===== src/source/lsu_pkg.sv =====
/*
 * LSU package
 * Sizes of the DCCM, the store buffer and the starvation timer, and the
 * packets that move between the stages of the load/store pipeline.
 */
package lsu_pkg;

   localparam int         DCCM_WORDS   = 256;                      // 32-bit words
   localparam int         DCCM_IDX_W   = 8;                        // Word index width
   localparam logic [3:0] DCCM_REGION  = 4'hf;                     // Address bits 31:28
   localparam int         STBUF_DEPTH  = 4;
   localparam int         STBUF_PTR_W  = 2;
   localparam int         STARVE_LIMIT = 8;                        // Blocked drains before load stall
   localparam int         STARVE_CNT_W = $clog2(STARVE_LIMIT + 1);

   typedef enum logic [1:0] {
      SZ_BYTE = 2'd0,
      SZ_HALF = 2'd1,
      SZ_WORD = 2'd2
   } lsu_size_e;

   typedef struct packed {
      logic        valid;
      logic        load;
      logic        store;
      logic        unsign;                                         // Zero extend on load
      lsu_size_e   size;
      logic [31:0] rs1;                                            // Base register
      logic [11:0] offset;                                         // Signed immediate
      logic [31:0] store_data;
   } lsu_req_t;

   // One address, seen either as a byte address or as DCCM fields
   typedef union packed {
      logic [31:0] byte_addr;
      struct packed {
         logic [3:0]            region;
         logic [17:0]           unused;                            // Must be zero inside the DCCM
         logic [DCCM_IDX_W-1:0] index;
         logic [1:0]            byte_off;
      } f;
   } lsu_addr_u;

   typedef struct packed {
      logic        valid;
      logic        load;                                           // Cleared on a fault
      logic        store;                                          // Cleared on a fault
      logic        unsign;
      lsu_size_e   size;
      lsu_addr_u   addr;
      logic [31:0] wdata;                                          // Already on its byte lanes
      logic [3:0]  be;
   } lsu_pkt_t;

   typedef struct packed {
      logic        exc_valid;
      logic        misaligned;
      logic        access_fault;
      logic [31:0] addr;
   } lsu_error_t;

   typedef struct packed {
      logic        valid;
      logic [31:0] data;
   } lsu_result_t;

   typedef struct packed {
      logic [31:0] data;
      logic [3:0]  be;
   } lsu_fwd_t;

   typedef enum logic [1:0] {
      IDLE     = 2'd0,
      DRAIN    = 2'd1,
      PRIORITY = 2'd2
   } lsu_drain_e;

endpackage


===== src/source/lsu_drain_fsm.sv =====
/*
 * Store buffer drain control
 * Lets the oldest entry write the DCCM in cycles where DC1 has no load.
 * After a long run of blocked drains it stalls loads until one entry drains.
 */
`timescale 1ns/1ns

module lsu_drain_fsm (
   input  logic              clk,
   input  logic              arst_n,
   input  lsu_pkg::lsu_pkt_t pkt_dc1,
   input  logic              stbuf_empty,
   input  logic              starve_expired,
   output logic              drain_en,
   output logic              drain_blocked,
   output logic              lsu_load_stall
);

   lsu_pkg::lsu_drain_e state;
   lsu_pkg::lsu_drain_e state_nxt;
   logic                dc1_load;
   logic                pending;

   assign dc1_load = pkt_dc1.valid & pkt_dc1.load;                    // Owns the DCCM port
   assign pending  = (state != lsu_pkg::IDLE) & ~stbuf_empty;

   assign drain_en       = pending & ~dc1_load;
   assign drain_blocked  = pending & dc1_load;
   assign lsu_load_stall = (state == lsu_pkg::PRIORITY);

   always_comb begin
      state_nxt = state;
      case (state)
         lsu_pkg::IDLE: begin
            if (!stbuf_empty) begin
               state_nxt = lsu_pkg::DRAIN;
            end
         end
         lsu_pkg::DRAIN: begin
            if (stbuf_empty) begin
               state_nxt = lsu_pkg::IDLE;
            end else if (starve_expired) begin
               state_nxt = lsu_pkg::PRIORITY;
            end
         end
         lsu_pkg::PRIORITY: begin
            if (stbuf_empty) begin
               state_nxt = lsu_pkg::IDLE;
            end else if (drain_en) begin
               state_nxt = lsu_pkg::DRAIN;                             // One entry is enough
            end
         end
         default: state_nxt = lsu_pkg::IDLE;
      endcase
   end

   always_ff @(posedge clk or negedge arst_n) begin
      if (!arst_n) begin
         state <= lsu_pkg::IDLE;
      end else begin
         state <= state_nxt;
      end
   end

endmodule


===== config.mk =====
export PLATFORM = sky130hd
export DESIGN_NAME = lsu_drain_fsm
export DESIGN_NICKNAME = d
export VERILOG_FILES = /design/src/source/lsu_pkg.sv /design/src/source/lsu_drain_fsm.sv
export SDC_FILE = /design/constraint.sdc
export NUM_CORES = 1
export LEC_CHECK = 0
export BUFFER_PORTS_ARGS = -buffer_cell sky130_fd_sc_hd__buf_2
export CAP_MARGIN = 20
export CORE_AREA = 2 2 39 41
export DETAILED_ROUTE_END_ITERATION = 7
export DIE_AREA = 0 0 41 43
export PLACE_DENSITY = 0.76
export SLEW_MARGIN = 5
export SYNTH_ARGS = -nofsm -noshare
export SYNTH_HDL_FRONTEND = slang
export SYNTH_SLANG_ARGS = --single-unit

===== constraint.sdc =====
create_clock -name clk -period 2.1 [get_ports clk]
set_input_delay 0.315 -clock clk [delete_from_list [all_inputs] [get_ports clk]]
set_output_delay 0.315 -clock clk [all_outputs]
set_load 0.02 [all_outputs]

; ---- Word level (Yosys, flattened, before mapping)
; Cells that the tools add are included.
[totals]
ff_bits = 2
out_inout_bits = 3
elab_cells = 21
[op_classes]
eq_ne = 5
mux = 6
bitwise = 6
reduce_logical = 3
[ops]
columns = op, count
row1 = $mux W2, 5
row2 = $ne A3 B3 Y1 const B, 2
row3 = $pmux W2 S3, 1
row4 = $and A1 B1 Y1, 4
row5 = $reduce_and A3 Y1, 1
row6 = $eq A2 B1 Y1 const B, 1
row7 = $eq A2 B2 Y1 const B, 1
row8 = $logic_not A2 Y1, 1
row9 = $ne A2 B2 Y1 const B, 1
row10 = $not A1 Y1, 2
row11 = $reduce_bool A2 Y1, 1

; ---- Logic depth before layout (Yosys ltp)
[logic_depth]
depth_word = 6
ltp_mapped = 2
mapped_depth_nobuf = 2

; ---- Worst setup path before layout
; OpenSTA, ideal clock, no wires.
[synth_path]
kind = input-to-output
from = in stbuf_empty
to = out drain_en
arrival_time_ns = 0.814
required_ns = 1.785
slack_ns = 0.971
path_stages = 2
n_path_buf = 0
cell_sequence = o21bai_1 a21oi_1
[synth_via]
elab_chain_len = 3
[synth_rtl]
columns = item, line
row1 = start: declaration, lsu_drain_fsm.sv:12  ; input logic stbuf_empty,
row2 = $not A1 Y1, lsu_drain_fsm.sv:25  ; assign pending = (state != lsu_pkg::IDLE) & ~stbuf_empty;
row3 = $and A1 B1 Y1, lsu_drain_fsm.sv:25
row4 = $and A1 B1 Y1, lsu_drain_fsm.sv:27  ; assign drain_en = pending & ~dc1_load;
row5 = end: declaration, lsu_drain_fsm.sv:14  ; output logic drain_en,
; Every way passes these cells.

; ---- Worst setup path in the final report
[layout_path]
from = reg state[0]
to = out drain_en
[layout_via]
elab_chain_len = 3
[layout_rtl]
columns = item, line
row1 = start: declaration, lsu_drain_fsm.sv:19  ; lsu_pkg::lsu_drain_e state;
row2 = start signal: assignment, lsu_drain_fsm.sv:59  ; state <= lsu_pkg::IDLE;
row3 = start signal: assignment, lsu_drain_fsm.sv:61  ; state <= state_nxt;
row4 = $reduce_bool A2 Y1, lsu_drain_fsm.sv:25
row5 = $and A1 B1 Y1, lsu_drain_fsm.sv:25
row6 = $and A1 B1 Y1, lsu_drain_fsm.sv:27
; Every way passes these cells.

==> run metrics <==
class of the worst hold path=in2reg; vias in the first global route=157; ANT cells=0; Synth area leaders=dfrtp_1 42%, a21oi_1 17%, o21ba_1 8.3%; Max-slew headroom=0.895; crit path time final=1.35 ns; clk buf depth=2; die area=1760 um^2; buffers plus inverters on the worst setup path=1; Largest register FFs=2; Ports=81; wire per inst=8.27 um; Die Y=43 um; vias per cell=3.39; multiplexer share of the synthesized area=0; Tot GR Track Use=0.0552; largest register by flop count=state; first-pass GRT wire length=558 um; Power Density=722 nW/um^2; post-route ant nets=0; CTS Buf Count=3; postcts setup bufs=0; path type of the worst setup path=reg2out; share of the synthesized area in the top cell type=0.417; CP cell instances=o21bai_1, a21oi_1, buf_2; Max Clk Rate=0.739 GHz; Tcrit/Tclk final=0.645; main combinational cell family by area after synthesis=compound AO/OA/AOI/OAI gates; RSZ-0062 raised after global routing=no; XOR/XNOR share of the synthesized area=0; Synth Area in Compound Gates=0.313; Slowest-stage cell, CP=dfrtp_1; DIE WIDTH=41 um; arrival time worst endpoint=1.04 ns; initial detailed-routing violation count=1; DR vias=139; Reg clk slew, reported paths=0.03 ns; clk sinks=2; initial antenna violation count=0; GPL Wtd Cong=0.554; final setup skew=0.000604 ns; YS warnings=0; Post-Synth Adder-Cell Area=0; flops & latches, synth=2; max cap viols=0; Setup Viol. Count Final=0; largest net degree at the start of global routing=7; CTS tree=yes; area added between synthesis and finish=77.1%; Post-Syn Nets=91; Fin. Hold Viols=0; CP Launch Type=register; VDD IR max=190 uV; Final nets=105; Filler cells=164; Detailed Route WL=339 um; num rows=14; Syn Area/Cell=9.24 um^2; Netlist cell types=9; drt drc=0; Cells after Synth=13; Simple-Gate Fraction of Synth Area=0.271; H-Tree Depth=1; run status=completed; Tot Pwr=0.000154 W; crit-path max cell delay=0.40 ns; Syn Std Cell Area=120 um^2; crit-path max FO=6; DRT Pass-1 Iters=2; Critical Path RT=1.78 ns; worst-skew pair later-pin latency=0.22 ns; sequential share of the synthesized area=0.417; worst slew pin tran=0.157 ns; post-route setup TNS=0 ns; Lkg Pwr=0.107 nW; cell family with most CP delay=flip-flops; largest registers=state: 2 flops; PortBufs=8; GRT Residual Overflow=0; CP endpoint kind=output port; Core Area=1380 um^2; Slew Viols, Final=0; largest area contributor in the netlist=dfrtp_1; share of cells above drive strength 1=0.480; Root Buffer Master=clkbuf_4; Starting Density=0.0868
==> synthesized netlist by cell type (all sizes together) <==
cell type / n
nand2: 1
nand4b: 1
and2b: 1
o21ba: 1
nand3b: 1
dfrtp: 2
a21oi: 4
o21bai: 1
nor2: 1
==> repair_timing <==
item,CTS,global route
hold buffers,1,0
gates resized for setup,0,0
endpoints found under the hold margin,2,0
setup endpoints to repair,0,0
==> power by group <==
part	internal [W]	switching [W]
clock	0.0000631	0.0000220
combinational	0.0000122	0.0000119
sequential	0.0000413	0.00000313
==> cells by family (layout without fill, tap and decap cells) <==
family / count (synthesis) / after routing
simple gates: 5 / 5
buf+inv: 0 / 12
compound gates: 6 / 6
flops: 2 / 2
==> per-layer routing <==
layer / share of wire / vias to the layer above / global-route usage
met3: 0.13 / 0 / 0.0314
met5: 0 / - / 0
met1: 0.46 / 58 / 0.0579
met2: 0.40 / 9 / 0.0594
met4: 0 / 0 / 0.0800
li1: - / 72 / -
==> stage by stage <==
stage,worst slack (ns),utilization,hold slack (ns),cell area [um^2],cells
floorplan,0.971,-,0.0194,120,13
global placement,0.880,0.130,0.100,180,37
detailed placement,0.885,0.130,0.102,180,37
CTS,0.732,0.154,0.257,213,41
global route,0.642,0.154,0.278,213,41
finish,0.746,0.154,0.271,213,41
==> final timing paths <==
kind                             startpoint  endpoint  slack, ns  cells after the start
worst max register to register     state[0]  state[1]       1.27                      2
worst min register to register     state[0]  state[1]       0.63                      2
min in group asynchronous            arst_n  state[0]       0.40                      2
max in group asynchronous            arst_n  state[1]       1.60                      2
worst max-delay path               state[0]  drain_en       0.75                      3
worst min-delay path            stbuf_empty  state[1]       0.27                      2
==> worst reg2reg max path, delay by kind of cell (launching register included) <==
| kind | cells | cell delay, ns |
|---|---|---|
| simple gates | 1 | 0.19 |
| flops | 1 | 0.41 |
| compound gates | 1 | 0.15 |
==> layout make-up <==
class                           instances  area, um^2  share of cell area
Timing Repair Buffer                    9        50.0               0.235
Clock buffer                            3        22.5               0.106
Multi-Input combinational cell         11        70.1               0.329
Tap cell                               16        20.0              0.0941
Sequential cell                         2        50.0               0.235
==> cells in the final DEF, fill, tap and decap left out, drive strengths merged <==
cell and count:
o21bai 1, nand2 1, clkbuf 3, nand3b 1
dlygate4sd3 1, a21oi 4, nand4b 1, and2b 1
buf 8, o21ba 1, nor2 1, dfrtp 2
Power figures use the tool's default switching activity.
