### src/source/lsu_pkg.sv
/*
 * LSU package
 * Sizes of the DCCM, the store buffer and the starvation timer, and the
 * packets that move between the stages of the load/store pipeline.
 */
package lsu_pkg;

   localparam int         DCCM_WORDS   = 256;                      // 32-bit words
   localparam int         DCCM_IDX_W   = 8;                        // Word index width
   localparam logic [3:0] DCCM_REGION  = 4'hf;                     // Address bits 31:28
   localparam int         STBUF_DEPTH  = 4;
   localparam int         STBUF_PTR_W  = 2;
   localparam int         STARVE_LIMIT = 8;                        // Blocked drains before load stall
   localparam int         STARVE_CNT_W = $clog2(STARVE_LIMIT + 1);

   typedef enum logic [1:0] {
      SZ_BYTE = 2'd0,
      SZ_HALF = 2'd1,
      SZ_WORD = 2'd2
   } lsu_size_e;

   typedef struct packed {
      logic        valid;
      logic        load;
      logic        store;
      logic        unsign;                                         // Zero extend on load
      lsu_size_e   size;
      logic [31:0] rs1;                                            // Base register
      logic [11:0] offset;                                         // Signed immediate
      logic [31:0] store_data;
   } lsu_req_t;

   // One address, seen either as a byte address or as DCCM fields
   typedef union packed {
      logic [31:0] byte_addr;
      struct packed {
         logic [3:0]            region;
         logic [17:0]           unused;                            // Must be zero inside the DCCM
         logic [DCCM_IDX_W-1:0] index;
         logic [1:0]            byte_off;
      } f;
   } lsu_addr_u;

   typedef struct packed {
      logic        valid;
      logic        load;                                           // Cleared on a fault
      logic        store;                                          // Cleared on a fault
      logic        unsign;
      lsu_size_e   size;
      lsu_addr_u   addr;
      logic [31:0] wdata;                                          // Already on its byte lanes
      logic [3:0]  be;
   } lsu_pkt_t;

   typedef struct packed {
      logic        exc_valid;
      logic        misaligned;
      logic        access_fault;
      logic [31:0] addr;
   } lsu_error_t;

   typedef struct packed {
      logic        valid;
      logic [31:0] data;
   } lsu_result_t;

   typedef struct packed {
      logic [31:0] data;
      logic [3:0]  be;
   } lsu_fwd_t;

   typedef enum logic [1:0] {
      IDLE     = 2'd0,
      DRAIN    = 2'd1,
      PRIORITY = 2'd2
   } lsu_drain_e;

endpackage

### src/source/lsu_starve_timer.sv
/*
 * Drain starvation timer
 * Counts consecutive cycles in which loads block a pending drain.
 */
`timescale 1ns/1ns

module lsu_starve_timer (
   input  logic clk,
   input  logic arst_n,
   input  logic drain_blocked,
   output logic starve_expired
);

   logic [lsu_pkg::STARVE_CNT_W-1:0] cnt;

   always_ff @(posedge clk or negedge arst_n) begin
      if (!arst_n) begin
         cnt <= '0;
      end else if (!drain_blocked) begin
         cnt <= '0;                                                   // Any free cycle restarts
      end else if (!starve_expired) begin
         cnt <= cnt + 1'b1;                                           // Saturates at the limit
      end
   end

   assign starve_expired = (cnt == (lsu_pkg::STARVE_CNT_W)'(lsu_pkg::STARVE_LIMIT));

endmodule

### config.mk
export PLATFORM = sky130hd
export DESIGN_NAME = lsu_starve_timer
export DESIGN_NICKNAME = d
export VERILOG_FILES = /design/src/source/lsu_pkg.sv /design/src/source/lsu_starve_timer.sv
export SDC_FILE = /design/constraint.sdc
export NUM_CORES = 1
export LEC_CHECK = 0
export BUFFER_PORTS_ARGS = -buffer_cell sky130_fd_sc_hd__buf_2
export CORE_AREA = 2 2 39 41
export DETAILED_ROUTE_END_ITERATION = 10
export DIE_AREA = 0 0 41 43
export PLACE_DENSITY = 0.4
export SETUP_SLACK_MARGIN = 0.5
export SKIP_CTS_REPAIR_TIMING = 1
export SLEW_MARGIN = 30
export SYNTH_ARGS = -nofsm -noshare
export SYNTH_HDL_FRONTEND = slang
export SYNTH_SLANG_ARGS = --single-unit
export TNS_END_PERCENT = 50
### constraint.sdc
create_clock -name clk -period 1.4 [get_ports clk]
set_input_delay 0.21 -clock clk [delete_from_list [all_inputs] [get_ports clk]]
set_output_delay 0.21 -clock clk [all_outputs]
set_load 0.1 [all_outputs]
-- Word-level counts from Yosys, hierarchy flattened
Index checks and enable logic that the tools add are counted.
- bits in registers: 4
- input port bits: 3
- logic and storage cells: 6
- add/sub/neg operators: 1
- equality and inequality tests: 2
- mux-type cells: 2
- operator list (cell ; number):
    $mux 4 ; 2
    $add 4x1->4 const B ; 1
    $eq 4x4->1 const B ; 1
    $ne 2x2->1 const B ; 1

-- Depth between registers and ports, before layout
Gate-level depths: netlist (run 1).
- depth after elaboration: 3
- gate-level depth with buffers: 5
- mapped depth without buffers: 5

-- Worst setup path after synthesis (run 1)
OpenSTA, ideal clock, no wires.
- path type: register to output
- from: reg cnt[0] (netlist name)
- to: out starve_expired
- arrival: 1360 ps
- required time: 1190 ps
- slack: -170 ps
- cell stages (with the launch flop): 5
- buffers on the path: 0
- cells stage by stage: dfrtp_1 inv_1 ha_1 nand3b_4 inv_1
- word-level cells in the longest chain between the ends: 1
- ends and longest elaborated chain (what ; RTL line ; source):
    from (decl) ; lsu_starve_timer.sv:14 ; logic [lsu_pkg::STARVE_CNT_W-1:0] cnt;
    from (signal assigned) ; lsu_starve_timer.sv:22 ; cnt <= cnt + 1'b1;
    $eq 4x4->1 ; lsu_starve_timer.sv:26 ; assign starve_expired = (cnt == (lsu_pkg::STARVE_CNT_W)'(lsu_pkg::STARVE_LIMIT));
    to (decl) ; lsu_starve_timer.sv:11 ; output logic starve_expired
No other way between the ends.

-- Final worst setup path (run 1)
- from: reg cnt[1] (netlist name)
- to: out starve_expired
The elaborated chain is that of the path after synthesis.

==> flow_metrics.env, run 1 <==
export IMPL_fp_coreArea_sq_um=1384
export IMPL_diodes=0
export IMPL_reg_largest_list="cnt (4)"
export IMPL_synth_cell_types=12
export IMPL_grt_pass1_vias=182
export IMPL_fp_dieH_um=43
export IMPL_drt_total_wl_um=460
export IMPL_drt_initial_drc_count=0
export IMPL_dpl_cell_count=41
export IMPL_cts_htree_levels=1
export IMPL_fin_area_sq_um=369.1
export IMPL_crit_fanout=3
export IMPL_nets=41
export IMPL_setup_viol=1
export IMPL_power_mw=0.3295
export IMPL_status="finished, violations left"
export IMPL_fin_ws_ns=-0.01030
export IMPL_skew_ns=0.0001336
export IMPL_ys_ff_latch=4
export IMPL_core_rowCount=14
export IMPL_grt_total_usage_pct=6.942
export IMPL_drive_gt1_share_pct=50.00
export IMPL_place_area_sq_um=296.5
export IMPL_largest_reg_flops=4
export IMPL_slew_headroom_pct=89.35
export IMPL_synth_nets=27
export IMPL_synth_cells=22
export IMPL_place_congestion=0.5872
export IMPL_yosys_most_used_dff="dfrtp_1"
export IMPL_worst_pin_slew_ns=0.1598
export IMPL_period_needed_ns=1.410
export IMPL_antenna_found_initial=0
export IMPL_drc=0
export IMPL_fillers=150
export IMPL_dieWidth_um=41
export IMPL_syn_area_per_cell_sq_um=10.46
export IMPL_numCtsBuffers=3
export IMPL_synth_most_common_cell="dfrtp_1"
export IMPL_reg2regPathDepth=6
export IMPL_ys_seq_area_share_pct=43.48
export IMPL_clkLatencyLatePin_ns=0.23
export IMPL_path_clk_slew_ns=0.03
export IMPL_max_freq_mhz=709.1
export IMPL_grt_pass1_wl_um=717
export IMPL_failed_checks="negative setup slack"
export IMPL_final_hold_viol_count=0
export IMPL_whs_path_depth=2
export IMPL_dp_hpwl_um=331.9
export IMPL_dr_pass1_iters=1
export IMPL_cts_buffer_depth=2
export IMPL_powerDensity_nw_per_um2=892.7
export IMPL_cts_root_buf="clkbuf_4"
export IMPL_end_kind="output pin"
export IMPL_ys_top_cells_by_count="4 x dfrtp_1, 3 x inv_1"
export IMPL_period_share_pct=100.7
export IMPL_synth_top_cell_by_area="dfrtp_1"
export IMPL_final_cells=50
export IMPL_p_leak_nw=0.1714
export IMPL_max_cap_violations=0
export IMPL_synth_edff_count=0
export IMPL_syn_area_sq_um=230.2
export IMPL_worstSetupPathType="reg -> out"
export IMPL_grt_max_degree=6
export IMPL_synth_top_area_share_pct=43.48
export IMPL_final_core_util_pct=26.67
export IMPL_wl_per_cell_um=9.200
export IMPL_worstHoldPathType="in -> reg"
export IMPL_vias=182
export IMPL_yosys_warnings=0
export IMPL_report_final_slew_viol_count=0
export IMPL_crit_arrival_ns=1.20
export IMPL_setup_tns_final_ns=-0.01030
export IMPL_ant_nets=0
export IMPL_via_per_inst=3.640
export IMPL_holdWs_ns=0.2585
export IMPL_globalRouteOverflowTotal=0
export IMPL_ir_drop_mv=0.3764
export IMPL_cts_sinks=4
export IMPL_cp_required_ns=1.19
export IMPL_die_area_sq_um=1763
export IMPL_cts_tree="yes"
export IMPL_start_util_pct=16.64
export IMPL_placement_io_buffers=3
export IMPL_ios=4
export IMPL_area_growth_pct=60.33
export IMPL_synthArstFlopShare_pct=100.0
export IMPL_dp_slack_ns=0.1696
export IMPL_largest_register="cnt"
export IMPL_startpoint_type="flop"
export IMPL_rsz0062_at_grt="yes"
export IMPL_ys_top_cells_by_area="dfrtp_1 43%, ha_1 11%, nand3b_4 8.7%"
-- layout by cell type, fill, tap and decap left out --
cell	instances
nand3b_1	1
nand3_1	2
nand2b_1	1
clkbuf_4	3
buf_4	5
a21boi_1	1
and2_1	2
buf_12	1
nand3b_4	1
buf_2	2
inv_2	2
clkinvlp_4	1
xnor2_1	2
ha_2	1
dfrtp_1	4
ha_4	1
dlygate4sd3_1	1
nand2_1	2
o21ai_0	1
-- per-layer routing --
layer,track usage (%),up-vias,share of wire (%)
met1,5.502,86,36
met5,0,-,0
li1,-,94,-
met2,9.688,2,62
met4,10.00,0,0
met3,3.141,0,2.0
-- worst max-delay path, cell delays in order (launching register included) --
cell	delay, ns
dfrtp_1	0.39
inv_2	0.08
ha_4	0.14
nand3b_4	0.10
clkinvlp_4	0.09
buf_12	0.16
-- cells by family after synthesis --
family                     Yosys count  synth area share, %
buffers and inverters                3                4.891
adders and majority gates            2                10.87
DFF                                  4                43.48
xor gates and xnor gates             2                7.610
AOI/OAI and AO/OA                    2                5.434
and+or+nand+nor                      9                27.72
-- path summary, 6_finish.rpt --
| kind | from | end | slack, ns |
|---|---|---|---|
| setup / recovery | cnt[1] | starve_expired | -0.01 |
| hold / removal | drain_blocked | cnt[0] | 0.26 |
| hold reg to reg | cnt[2] | cnt[2] | 0.57 |
| setup reg to reg | cnt[1] | cnt[0] | 0.16 |
| max in group asynchronous | arst_n | cnt[0] | 0.96 |
| min in group asynchronous | arst_n | cnt[2] | 0.32 |
-- where the power goes --
group | internal (mW) | switching (mW)
Clock | 0.0954 | 0.0404
Sequential | 0.124 | 0.00625
Combinational | 0.0368 | 0.0271
Total | 0.256 | 0.0737
-- layout make-up --
cell class	instances	area, sq um	share of cell area [%]
sequential	4	100.1	27.12
tap	16	20.02	5.424
timing repair buffer	9	77.57	21.02
multi-input combinational	15	133.9	36.27
inverter	3	15.01	4.068
clock buffer	3	22.52	6.102
No activity file was read; power rests on OpenSTA's default activity.
==> run 2, diff against run 1 <==
Settings changed: SKIP_CTS_REPAIR_TIMING 1 to not set.
==> flow_metrics.env, run 2 (synthesis results as in run 1) <==
export IMPL_whs_path_depth=2
export IMPL_grt_pass1_wl_um=779
export IMPL_via_per_inst=3.686
export IMPL_layout_commonest_cell="buf_4"
export IMPL_power_mw=0.3341
export IMPL_vias=188
export IMPL_fp_dieH_um=43
export IMPL_fp_coreArea_sq_um=1384
export IMPL_drc=0
export IMPL_die_area_sq_um=1763
export IMPL_grt_max_degree=6
export IMPL_final_hold_viol_count=0
export IMPL_cts_buffer_depth=2
export IMPL_drive_gt1_share_pct=54.29
export IMPL_dp_slack_ns=0.1696
export IMPL_min_to="cnt[0]"
export IMPL_dr_pass1_iters=1
export IMPL_area_growth_pct=71.74
export IMPL_cts_htree_levels=1
export IMPL_setup_tns_final_ns=0
export IMPL_p_leak_nw=0.1780
export IMPL_setup_viol=0
export IMPL_reg2reg_to="cnt[0]"
export IMPL_powerDensity_nw_per_um2=845.1
export IMPL_rsz0062_at_grt="yes"
export IMPL_numCtsBuffers=3
export IMPL_grt_total_usage_pct=7.545
export IMPL_max_freq_mhz=720.0
export IMPL_drt_initial_drc_count=0
export IMPL_grt_util_met3_pct=3.141
export IMPL_drt_total_wl_um=440
export IMPL_antenna_found_initial=0
export IMPL_ir_drop_mv=0.3860
export IMPL_r2r_start="cnt[0]"
export IMPL_gr_usage_met2_pct=11.56
export IMPL_crit_fanout=2
export IMPL_skew_ns=0.0004758
export IMPL_cp_required_ns=1.19
export IMPL_reg_largest_list="cnt (4)"
export IMPL_crit_arrival_ns=1.18
export IMPL_nets=42
export IMPL_busiest_layer="met2"
export IMPL_worstHoldPathType="in -> reg"
export IMPL_cts_tree="yes"
export IMPL_path_clk_slew_ns=0.03
export IMPL_placement_io_buffers=3
export IMPL_grtUsageMet1_pct=5.502
export IMPL_worst_pin_slew_ns=0.1611
export IMPL_cts_sinks=4
export IMPL_min_from="drain_blocked"
export IMPL_dieWidth_um=41
export IMPL_slew_headroom_pct=89.26
export IMPL_worstSetupPathType="reg -> out"
export IMPL_max_cap_violations=0
export IMPL_dp_hpwl_um=331.9
export IMPL_largest_reg_flops=4
export IMPL_diodes=0
export IMPL_largest_register="cnt"
export IMPL_rrSetupSlack_ns=0.18
export IMPL_end_kind="output pin"
export IMPL_period_needed_ns=1.389
export IMPL_final_cell_mix="5 x buf_4, 4 x dfrtp_1, 3 x clkbuf_4"
export IMPL_wl_per_cell_um=8.627
export IMPL_cts_root_buf="clkbuf_4"
export IMPL_place_congestion=0.5872
export IMPL_fin_ws_ns=0.01114
export IMPL_report_final_slew_viol_count=0
export IMPL_clkLatencyLatePin_ns=0.23
export IMPL_period_share_pct=99.20
export IMPL_ios=4
export IMPL_start_util_pct=16.64
export IMPL_grt_pass1_vias=201
export IMPL_globalRouteOverflowTotal=0
export IMPL_ant_nets=0
export IMPL_startpoint_type="flop"
export IMPL_core_rowCount=14
export IMPL_reg2regPathDepth=6
export IMPL_status="finished clean"
run 2: metal layers:
layer / vias to the layer above / share of wire (%)
li1: 98 / -
met1: 88 / 37
met2: 2 / 61
met3: 0 / 2.0
met4: 0 / 0
met5: - / 0
run 2: worst max-delay path by stage:
stage,slack (ns),depth (start not counted),startpoint,to
2_1_floorplan,0.11,4,cnt[1],starve_expired
3_3_place_gp,0.18,5,cnt[1],starve_expired
3_5_place_dp,0.17,5,cnt[0],starve_expired
4_1_cts,0.003,5,cnt[0],starve_expired
5_1_grt,-0.05,5,cnt[0],starve_expired
6_report,0.01,5,cnt[0],starve_expired
run 2: area by class of cell:
cell class / count / area (sq um)
fill: 151 / 988.4
multi-input combinational: 15 / 148.9
sequential: 4 / 100.1
timing repair buffer: 10 / 88.84
clock buffer: 3 / 22.52
tap: 16 / 20.02
inverter: 3 / 15.01
run 2: critical path: stages, from the launching register on:
cell and delay (ns):
dfrtp_1 0.38, inv_2 0.08, ha_4 0.14, nand3b_4 0.09, clkinvlp_4 0.09, buf_12 0.16
run 2: report_power, final:
group          switching [mW]  leakage, nW  internal, mW
sequential            0.00589       0.0533         0.124
clock                  0.0402       0.0138        0.0954
combinational          0.0301        0.111        0.0389
total                  0.0762        0.178         0.258
run 2: metrics by stage:
step                      util (%)  std cells  cell area, sq um  hold slack [ns]
after floorplan                  -         22             246.5         -0.08559
after global placement       21.43         41             296.5          0.01702
after detailed placement     21.43         41             296.5          0.01960
after CTS                    25.95         49             359.1           0.2473
after global routing         28.57         51             395.4           0.2543
final                        28.57         51             395.4           0.2524
run 2: timing repair:
action,in CTS,in global routing
buffers inserted,4,2
resized for setup,0,5
pin swaps,0,1
setup endpoints to repair,5,5
hold buffers,1,0
hold endpoints to repair,4,0
