`config.mk`:
```
export PLATFORM = sky130hd
export DESIGN_NAME = lsu_load_align
export DESIGN_NICKNAME = d
export VERILOG_FILES = /design/src/source/lsu_pkg.sv /design/src/source/lsu_load_align.sv
export SDC_FILE = /design/constraint.sdc
export NUM_CORES = 1
export LEC_CHECK = 0
export ABC_AREA = 1
export BUFFER_PORTS_ARGS = -buffer_cell sky130_fd_sc_hd__buf_2
export CAP_MARGIN = 20
export CORE_MARGIN = 4
export CORE_UTILIZATION = 29
export DETAILED_ROUTE_END_ITERATION = 16
export PLACE_DENSITY = 0.79
export SKIP_LAST_GASP = 1
export SLEW_MARGIN = 20
export SYNTH_ARGS = -nofsm -noshare
export SYNTH_HDL_FRONTEND = slang
export SYNTH_SLANG_ARGS = --single-unit
```
`constraint.sdc`:
```
create_clock -name vclk -period 0.8
set_input_delay 0 -clock vclk [all_inputs]
set_output_delay 0 -clock vclk [all_outputs]
set_load 0.05 [all_outputs]
```
`src/source/lsu_pkg.sv`:
```
/*
 * LSU package
 * Sizes of the DCCM, the store buffer and the starvation timer, and the
 * packets that move between the stages of the load/store pipeline.
 */
package lsu_pkg;

   localparam int         DCCM_WORDS   = 256;                      // 32-bit words
   localparam int         DCCM_IDX_W   = 8;                        // Word index width
   localparam logic [3:0] DCCM_REGION  = 4'hf;                     // Address bits 31:28
   localparam int         STBUF_DEPTH  = 4;
   localparam int         STBUF_PTR_W  = 2;
   localparam int         STARVE_LIMIT = 8;                        // Blocked drains before load stall
   localparam int         STARVE_CNT_W = $clog2(STARVE_LIMIT + 1);

   typedef enum logic [1:0] {
      SZ_BYTE = 2'd0,
      SZ_HALF = 2'd1,
      SZ_WORD = 2'd2
   } lsu_size_e;

   typedef struct packed {
      logic        valid;
      logic        load;
      logic        store;
      logic        unsign;                                         // Zero extend on load
      lsu_size_e   size;
      logic [31:0] rs1;                                            // Base register
      logic [11:0] offset;                                         // Signed immediate
      logic [31:0] store_data;
   } lsu_req_t;

   // One address, seen either as a byte address or as DCCM fields
   typedef union packed {
      logic [31:0] byte_addr;
      struct packed {
         logic [3:0]            region;
         logic [17:0]           unused;                            // Must be zero inside the DCCM
         logic [DCCM_IDX_W-1:0] index;
         logic [1:0]            byte_off;
      } f;
   } lsu_addr_u;

   typedef struct packed {
      logic        valid;
      logic        load;                                           // Cleared on a fault
      logic        store;                                          // Cleared on a fault
      logic        unsign;
      lsu_size_e   size;
      lsu_addr_u   addr;
      logic [31:0] wdata;                                          // Already on its byte lanes
      logic [3:0]  be;
   } lsu_pkt_t;

   typedef struct packed {
      logic        exc_valid;
      logic        misaligned;
      logic        access_fault;
      logic [31:0] addr;
   } lsu_error_t;

   typedef struct packed {
      logic        valid;
      logic [31:0] data;
   } lsu_result_t;

   typedef struct packed {
      logic [31:0] data;
      logic [3:0]  be;
   } lsu_fwd_t;

   typedef enum logic [1:0] {
      IDLE     = 2'd0,
      DRAIN    = 2'd1,
      PRIORITY = 2'd2
   } lsu_drain_e;

endpackage

```
`src/source/lsu_load_align.sv`:
```
/*
 * DC3 load data alignment
 * Merges forwarded store bytes over DCCM data, shifts the addressed bytes
 * down and extends them to 32 bits by size and sign.
 */
`timescale 1ns/1ns

module lsu_load_align (
   input  lsu_pkg::lsu_pkt_t    pkt_dc3,
   input  logic                 flush_dc3,
   input  logic [31:0]          rd_data_dc3,
   input  lsu_pkg::lsu_fwd_t    fwd_dc3,
   output lsu_pkg::lsu_result_t lsu_result
);

   logic [31:0] merged;
   logic [31:0] shifted;
   logic        sext;

   always_comb begin
      for (int b = 0; b < 4; b++) begin
         merged[8*b +: 8] = fwd_dc3.be[b] ? fwd_dc3.data[8*b +: 8] : rd_data_dc3[8*b +: 8];
      end
   end

   assign shifted = merged >> {pkt_dc3.addr.f.byte_off, 3'b000};
   assign sext    = ~pkt_dc3.unsign;

   always_comb begin
      lsu_result.valid = pkt_dc3.valid & pkt_dc3.load & ~flush_dc3;  // Faulted loads have no load bit
      case (pkt_dc3.size)
         lsu_pkg::SZ_BYTE: lsu_result.data = {{24{sext & shifted[7]}}, shifted[7:0]};
         lsu_pkg::SZ_HALF: lsu_result.data = {{16{sext & shifted[15]}}, shifted[15:0]};
         default:          lsu_result.data = shifted;
      endcase
   end

endmodule

```
* Yosys cells after proc, flatten, opt, wreduce, memory -nomap -nowiden
Cells that the tools add are included. W data, S select, Z words.
Cells by class: shift-type cells 1, bitwise operators 6, muxes and demuxes 5, equality and inequality tests 1, reduce and logical (&&, ||, !) cells 1
Operators by type and width (count):
- $pmux W32 S2 | 1
- $mux W8 | 4
- $shr A32 B5 Y32 | 1
- $and A1 B1 Y1 | 4
- $eq A2 B1 Y1 const B | 1
- $logic_not A2 Y1 | 1
- $not A1 Y1 | 2
Storage, ports and cells: word-level logic and storage cells 14, flip-flop bits (word level) 0, bits of input ports 143, output and inout bits 33

* Depth between registers and ports, before layout
Gate-level depths: netlist of run 1.
word-level depth 4, depth in mapped cells 9, gate-level depth less buffers 7

* Worst setup path before layout of run 1
OpenSTA, ideal clock, no wires.
kind in2out, start point input pkt_dc3[37] (netlist name), end point output lsu_result[0] (netlist name), data arrival time 1.628 ns, buffers on the path 3, slack -0.828 ns, cell stages on the path 5, data required time 0.800 ns, cells stage by stage buf_2 -> inv_1 -> buf_2 -> buf_2 -> o21ai_0
RTL lines:
- start, declared | line lsu_load_align.sv:9 | input lsu_pkg::lsu_pkt_t pkt_dc3,
- end, declared | line lsu_load_align.sv:13 | output lsu_pkg::lsu_result_t lsu_result

==> results of run 1 <==
==> critical path, stage by stage <==
cell,delay [ns]
buf_12,0.12
buf_12,0.14
nand3_2,0.08
nand3_2,0.13
nand2_4,0.11
nand3_4,0.14
buf_12,0.20
nand3_4,0.07
buf_8,0.15
==> layout make-up <==
cell class / count / area [um2] / area share, %
Timing Repair Buffer: 181 / 1660 / 44.9
Tap cell: 50 / 62.6 / 1.69
Multi-Input combinational cell: 225 / 1880 / 50.8
Inverter: 10 / 95.1 / 2.57
==> layer usage <==
layer | part of all wire [%] | routed length (um) | GRT usage [%] | vias up
li1 | - | - | - | 1168
met1 | 34 | 3730 | 35.7 | 1273
met2 | 47 | 5080 | 56.9 | 270
met3 | 9.9 | 1080 | 4.41 | 89
met4 | 8.8 | 955 | 17.4 | 0
met5 | 0 | 0 | 0 | -
==> through the flow <==
step           cells  TNS [ns]  hold WS, ns
3_5_place_dp     443    -13.03        0.305
6_report         466     -8.82        0.352
3_3_place_gp     443    -12.19        0.302
4_1_cts          459     -6.39        0.306
2_1_floorplan    253     -3.96        0.176
5_1_grt          466     -9.32        0.370
==> path summary, 6_finish.rpt <==
kind,cells past startpoint,to,start,slack [ns]
setup / recovery,9,lsu_result[30],pkt_dc3[36],-0.34
hold / removal,3,lsu_result[32],flush_dc3,0.35
==> cells by family after synthesis <==
group                  count (synthesis)
AOI/OAI and AO/OA                     41
buffers and inverters                 28
and+or+nand+nor                      184
==> timing repair <==
| item | 4_1_cts | 5_1_grt |
|---|---|---|
| gates resized for setup | 187 | 73 |
| buffers inserted | 15 | 8 |
| gates cloned | 1 | 1 |
| endpoints found under the setup margin | 32 | 31 |
| pin swaps | 36 | 30 |
==> power by group <==
group / switching [uW] / internal, uW
registers: 0 / 0
logic: 1820 / 1360
clock network: 0 / 0
total: 1820 / 1360
==> placed cells by master (no fill, tap or decap), types with 11 or more instances in the layout <==
cell type,synthesis,routed
buf_12,0,14
buf_2,8,71
buf_4,1,49
buf_6,6,14
buf_8,0,31
nand2_1,108,57
nand2_2,2,32
nand2_4,3,18
nand3_1,50,11
nand3_2,1,19
nand3_4,1,22
o21ai_2,0,11
==> out/qor.txt, run 1 <==
Fin. Hold Viols -> 0
Synth Area in Compound Gates -> 17.5%
Area Overhead vs Synth -> 203%
Status -> complete, but fails checks
ANT nets after route -> 0
Initial Util -> 30.3%
Routed WL -> 10.8 mm
Most common cell in the netlist -> nand2_1
CP Capture Type -> primary output
Grt ovf -> 0
Drt wl/cell -> 23.3 um
Hold Path Class -> input port to primary output
Post-layout util -> 91.9%
Max-cap viol count -> 0
Synth Area per Inst -> 4.83 um2
Multiplexer share of the synthesized area -> 0%
Final worst slack -> -0.343 ns
F_max -> 875 MHz
Crit path kind -> input port to primary output
Largest net degree at the start of global routing -> 13
Die extent in y -> 72.9 um
Core area -> 0.00403 mm2
Top-area cell type share of the netlist area -> 33.2%
Largest family of logic cells by synthesized area -> simple AND/OR/NAND/NOR gates
Vias in the first global route -> 2,753
Slew Limit Fails -> 0
Post-CTS Hold Buffers -> 0
DP Worst Slack -> -0.482 ns
Placement Cell Area -> 0.00261 mm2
Fill cells -> 149
Syn Std Cell Area -> 0.00122 mm2
Share of cells above drive strength 1 -> 77.9%
Commonest cells in the netlist -> nand2_1, nand3_1, o21ai_0
Total Routing Usage GR -> 31.7%
DRC viols -> 0
Slew Limit Headroom -> 79.6%
CP Launch Type -> input port
Min Tclk post-route -> 1.14 ns
Post-synth net total -> 396
Die outline width -> 72.9 um
Storage cell area -> 0 um2
Initial DRT Pass Iterations -> 5
Seq cells -> 0
HPWL after DPL -> 5.14 mm
Die area -> 0.00531 mm2
Antenna violations before repair -> 0
Area contributors post-synth -> nand2_1, nand3_1, o21ai_0
Unrepaired setup endpoints after global routing -> yes
Total power -> 3180 uW
Period utilization -> 143%
Vias -> 2,800
Io pins -> 176
Post-synthesis adder-cell area fraction -> 0%
VDD IR max -> 0.000558 V
Power density over the cells -> 859 mW/mm2
Vias per std cell -> 6.01
Routability Congestion -> 0.851
Crit path required time -> 0.80 ns
Failing checks -> setup timing
Cell variety after synth -> 22
I/O Buffers -> 109
Slew @ Worst Pin -> 0.304 ns
Worst EP arrival -> 1.14 ns
Synth Area in Simple Gates -> 68.0%
Num rows -> 23
Final Setup Violations -> 32
Synth warn -> 0
Antenna diodes -> 0
Final instance area -> 0.00370 mm2
Dominant cell type by area after synthesis -> nand2_1
Sequential area share after synthesis -> 0%
Post-synthesis xor/xnor area fraction -> 0%
Number of cells produced by synthesis -> 253
Iter 0 DRT Violations -> 219
Leak Pwr -> 0.00188 uW
Clock buf count -> 0
Final #Nets -> 561
Crit path max fanout -> 6
First-pass GRT wire length -> 13.3 mm
Power figures use the tool's default switching activity.
==> run 2: changes to the inputs <==
CORE_UTILIZATION = 34   (was 29)
PLACE_DENSITY = 0.88   (was 0.79)
RECOVER_POWER = 25   (was default)
SLEW_MARGIN = default   (was 20)
clock period = 1.4 ns   (was 0.8 ns; I/O delays follow)
==> out/qor.txt, run 2 (synthesis results as in run 1) <==
Crit path max-delay family -> buffers and inverters (unchanged)
Max-cap viol count -> 0 (unchanged)
Setup TNS -> 0 ns (was -8.82 ns)
Die outline width -> 67.9 um (was 72.9 um)
Seq cells -> 0 (unchanged)
Fin. Hold Viols -> 0 (unchanged)
Die area -> 0.00461 mm2 (was 0.00531 mm2)
Vias -> 1,979 (was 2,800)
CP Launch Type -> input port (unchanged)
Final #Nets -> 500 (was 561)
Peak per-stage delay on the critical path -> 0.34 ns (was 0.20 ns)
Vias in the first global route -> 1,801 (was 2,753)
Unrepaired setup endpoints after global routing -> no (was yes)
Slew Limit Fails -> 0 (unchanged)
Share of cells above drive strength 1 -> 38.3% (was 77.9%)
Crit path required time -> 1.40 ns (was 0.80 ns)
Commonest non-fill, non-tap cell in the layout -> nand2_1 (was buf_2)
DRC viols -> 0 (unchanged)
Largest net degree at the start of global routing -> 25 (was 13)
Num rows -> 21 (was 23)
CP startpoint -> fwd_dc3[3] (was pkt_dc3[36])
Iter 0 DRT Violations -> 79 (was 219)
Clock buf count -> 0 (unchanged)
Storage cell area -> 0 um2 (unchanged)
Post-layout util -> 53.0% (was 91.9%)
Crit path kind -> input port to primary output (unchanged)
Buffers & Inverters on Critical Path -> 3 (was 4)
Antenna diodes -> 0 (unchanged)
ANT nets after route -> 0 (unchanged)
HPWL after DPL -> 4.26 mm (was 5.14 mm)
Slew @ Worst Pin -> 0.599 ns (was 0.304 ns)
Power density over the cells -> 515 mW/mm2 (was 859 mW/mm2)
Vias per std cell -> 4.94 (was 6.01)
Crit path max fanout -> 9 (was 6)
Antenna violations before repair -> 0 (unchanged)
Final Setup Violations -> 0 (was 32)
I/O Buffers -> 109 (unchanged)
WHS -> 0.391 ns (was 0.352 ns)
Fill cells -> 385 (was 149)
Cell Chain, Critical Path -> buf_2 > inv_8 > nand2_1 > nand2_1 > o21ai_0 > nor2_1 > nand2_1 > nand3_1 > clkbuf_4 (was buf_12 > buf_12 > nand3_2 > nand3_2 > nand2_4 > nand3_4 > buf_12 > nand3_4 > buf_8)
Crit path max-delay cell type -> o21ai_0 (was buf_12)
Area Overhead vs Synth -> 47.0% (was 203%)
Status -> finished, final reports clean (was complete, but fails checks)
Initial DRT Pass Iterations -> 4 (was 5)
Slew Limit Headroom -> 60.2% (was 79.6%)
Placement Cell Area -> 0.00178 mm2 (was 0.00261 mm2)
Multi-input gate area -> 0.00105 mm2 (was 0.00188 mm2)
Hold Path Class -> input port to primary output (unchanged)
VDD IR max -> 0.000224 V (was 0.000558 V)
F_max -> 796 MHz
First-pass GRT wire length -> 7.78 mm (was 13.3 mm)
Drt wl/cell -> 12.4 um (was 23.3 um)
Commonest non-fill, non-tap cells in the layout -> nand2_1, buf_2, nand3_1, o21ai_0, a21oi_1 (was buf_2, nand2_1, buf_4, nand2_2, buf_8)
Period utilization -> 89.8%
Routed WL -> 4.98 mm (was 10.8 mm)
Final instance area -> 0.00180 mm2 (was 0.00370 mm2)
Levels on crit path -> 9 (unchanged)
Total power -> 925 uW (was 3180 uW)
Most used cell, CP -> nand2_1 (was buf_12)
Die extent in y -> 67.9 um (was 72.9 um)
Routability Congestion -> 0.861 (was 0.851)
Setup crit end -> lsu_result[18] (was lsu_result[30])
Grt ovf -> 0 (unchanged)
Initial Util -> 36.0% (was 30.3%)
Worst EP arrival -> 1.26 ns (was 1.14 ns)
Min Tclk post-route -> 1.26 ns
Leak Pwr -> 0.00111 uW (was 0.00188 uW)
Post CTS Setup Buffer Count -> 0 (was 15)
Total Routing Usage GR -> 21.0% (was 31.7%)
Core area -> 0.00339 mm2 (was 0.00403 mm2)
CP Capture Type -> primary output (unchanged)
Io pins -> 176 (unchanged)
==> run 2: changes by cell type in the layout (fill, tap and decap cells not counted), moves of 21 or more <==
cell / previous run / this run
buf_4: 49 / 11
o21ai_0: 1 / 26
buf_2: 71 / 100
nand2_2: 32 / 2
nand3_4: 22 / 1
nand3_1: 11 / 50
buf_8: 31 / 0
nand2_1: 57 / 108
==> run 2: final cells by class <==
cell class	instances	share of cell area (%)
Multi-Input combinational cell	225	58.7
Timing Repair Buffer	120	35.3
Tap cell	46	3.21
Inverter	10	2.79
==> run 2: how the worst min path moves through the flow <==
stage	from	to	slack [ns]	cells past startpoint
after floorplan	flush_dc3	lsu_result[32]	0.18	1
after global placement	flush_dc3	lsu_result[32]	0.30	3
after detailed placement	flush_dc3	lsu_result[32]	0.30	3
after CTS	flush_dc3	lsu_result[32]	0.31	3
after global routing	flush_dc3	lsu_result[32]	0.42	3
final	flush_dc3	lsu_result[32]	0.39	3
==> run 2: where the power goes <==
group	leakage, uW	internal (uW)	total [uW]	switching (uW)
Combinational	0.00111	276	925	649
Clock	0	0	0	0
Sequential	0	0	0	0
Total	0.00111	276	925	649
==> run 2: per-stage QoR <==
stage,std cells,setup slack [ns]
after floorplan,253,-0.228
after global placement,401,0.166
after detailed placement,401,0.125
after CTS,401,0.125
after global routing,401,0.00286
final,401,0.143
==> run 2: what timing repair did <==
| item | in CTS | in global routing |
|---|---|---|
| hold buffers | 0 | 0 |
| gates resized for setup | 0 | 4 |
| endpoints found under the setup margin | 0 | 11 |
==> run 2: metal layers <==
layer	track usage [%]	vias up	part of all wire [%]
met2	38.3	98	45
met1	26.9	838	43
met4	1.49	0	0.50
met5	0	-	0
met3	3.28	4	12
li1	-	1039	-
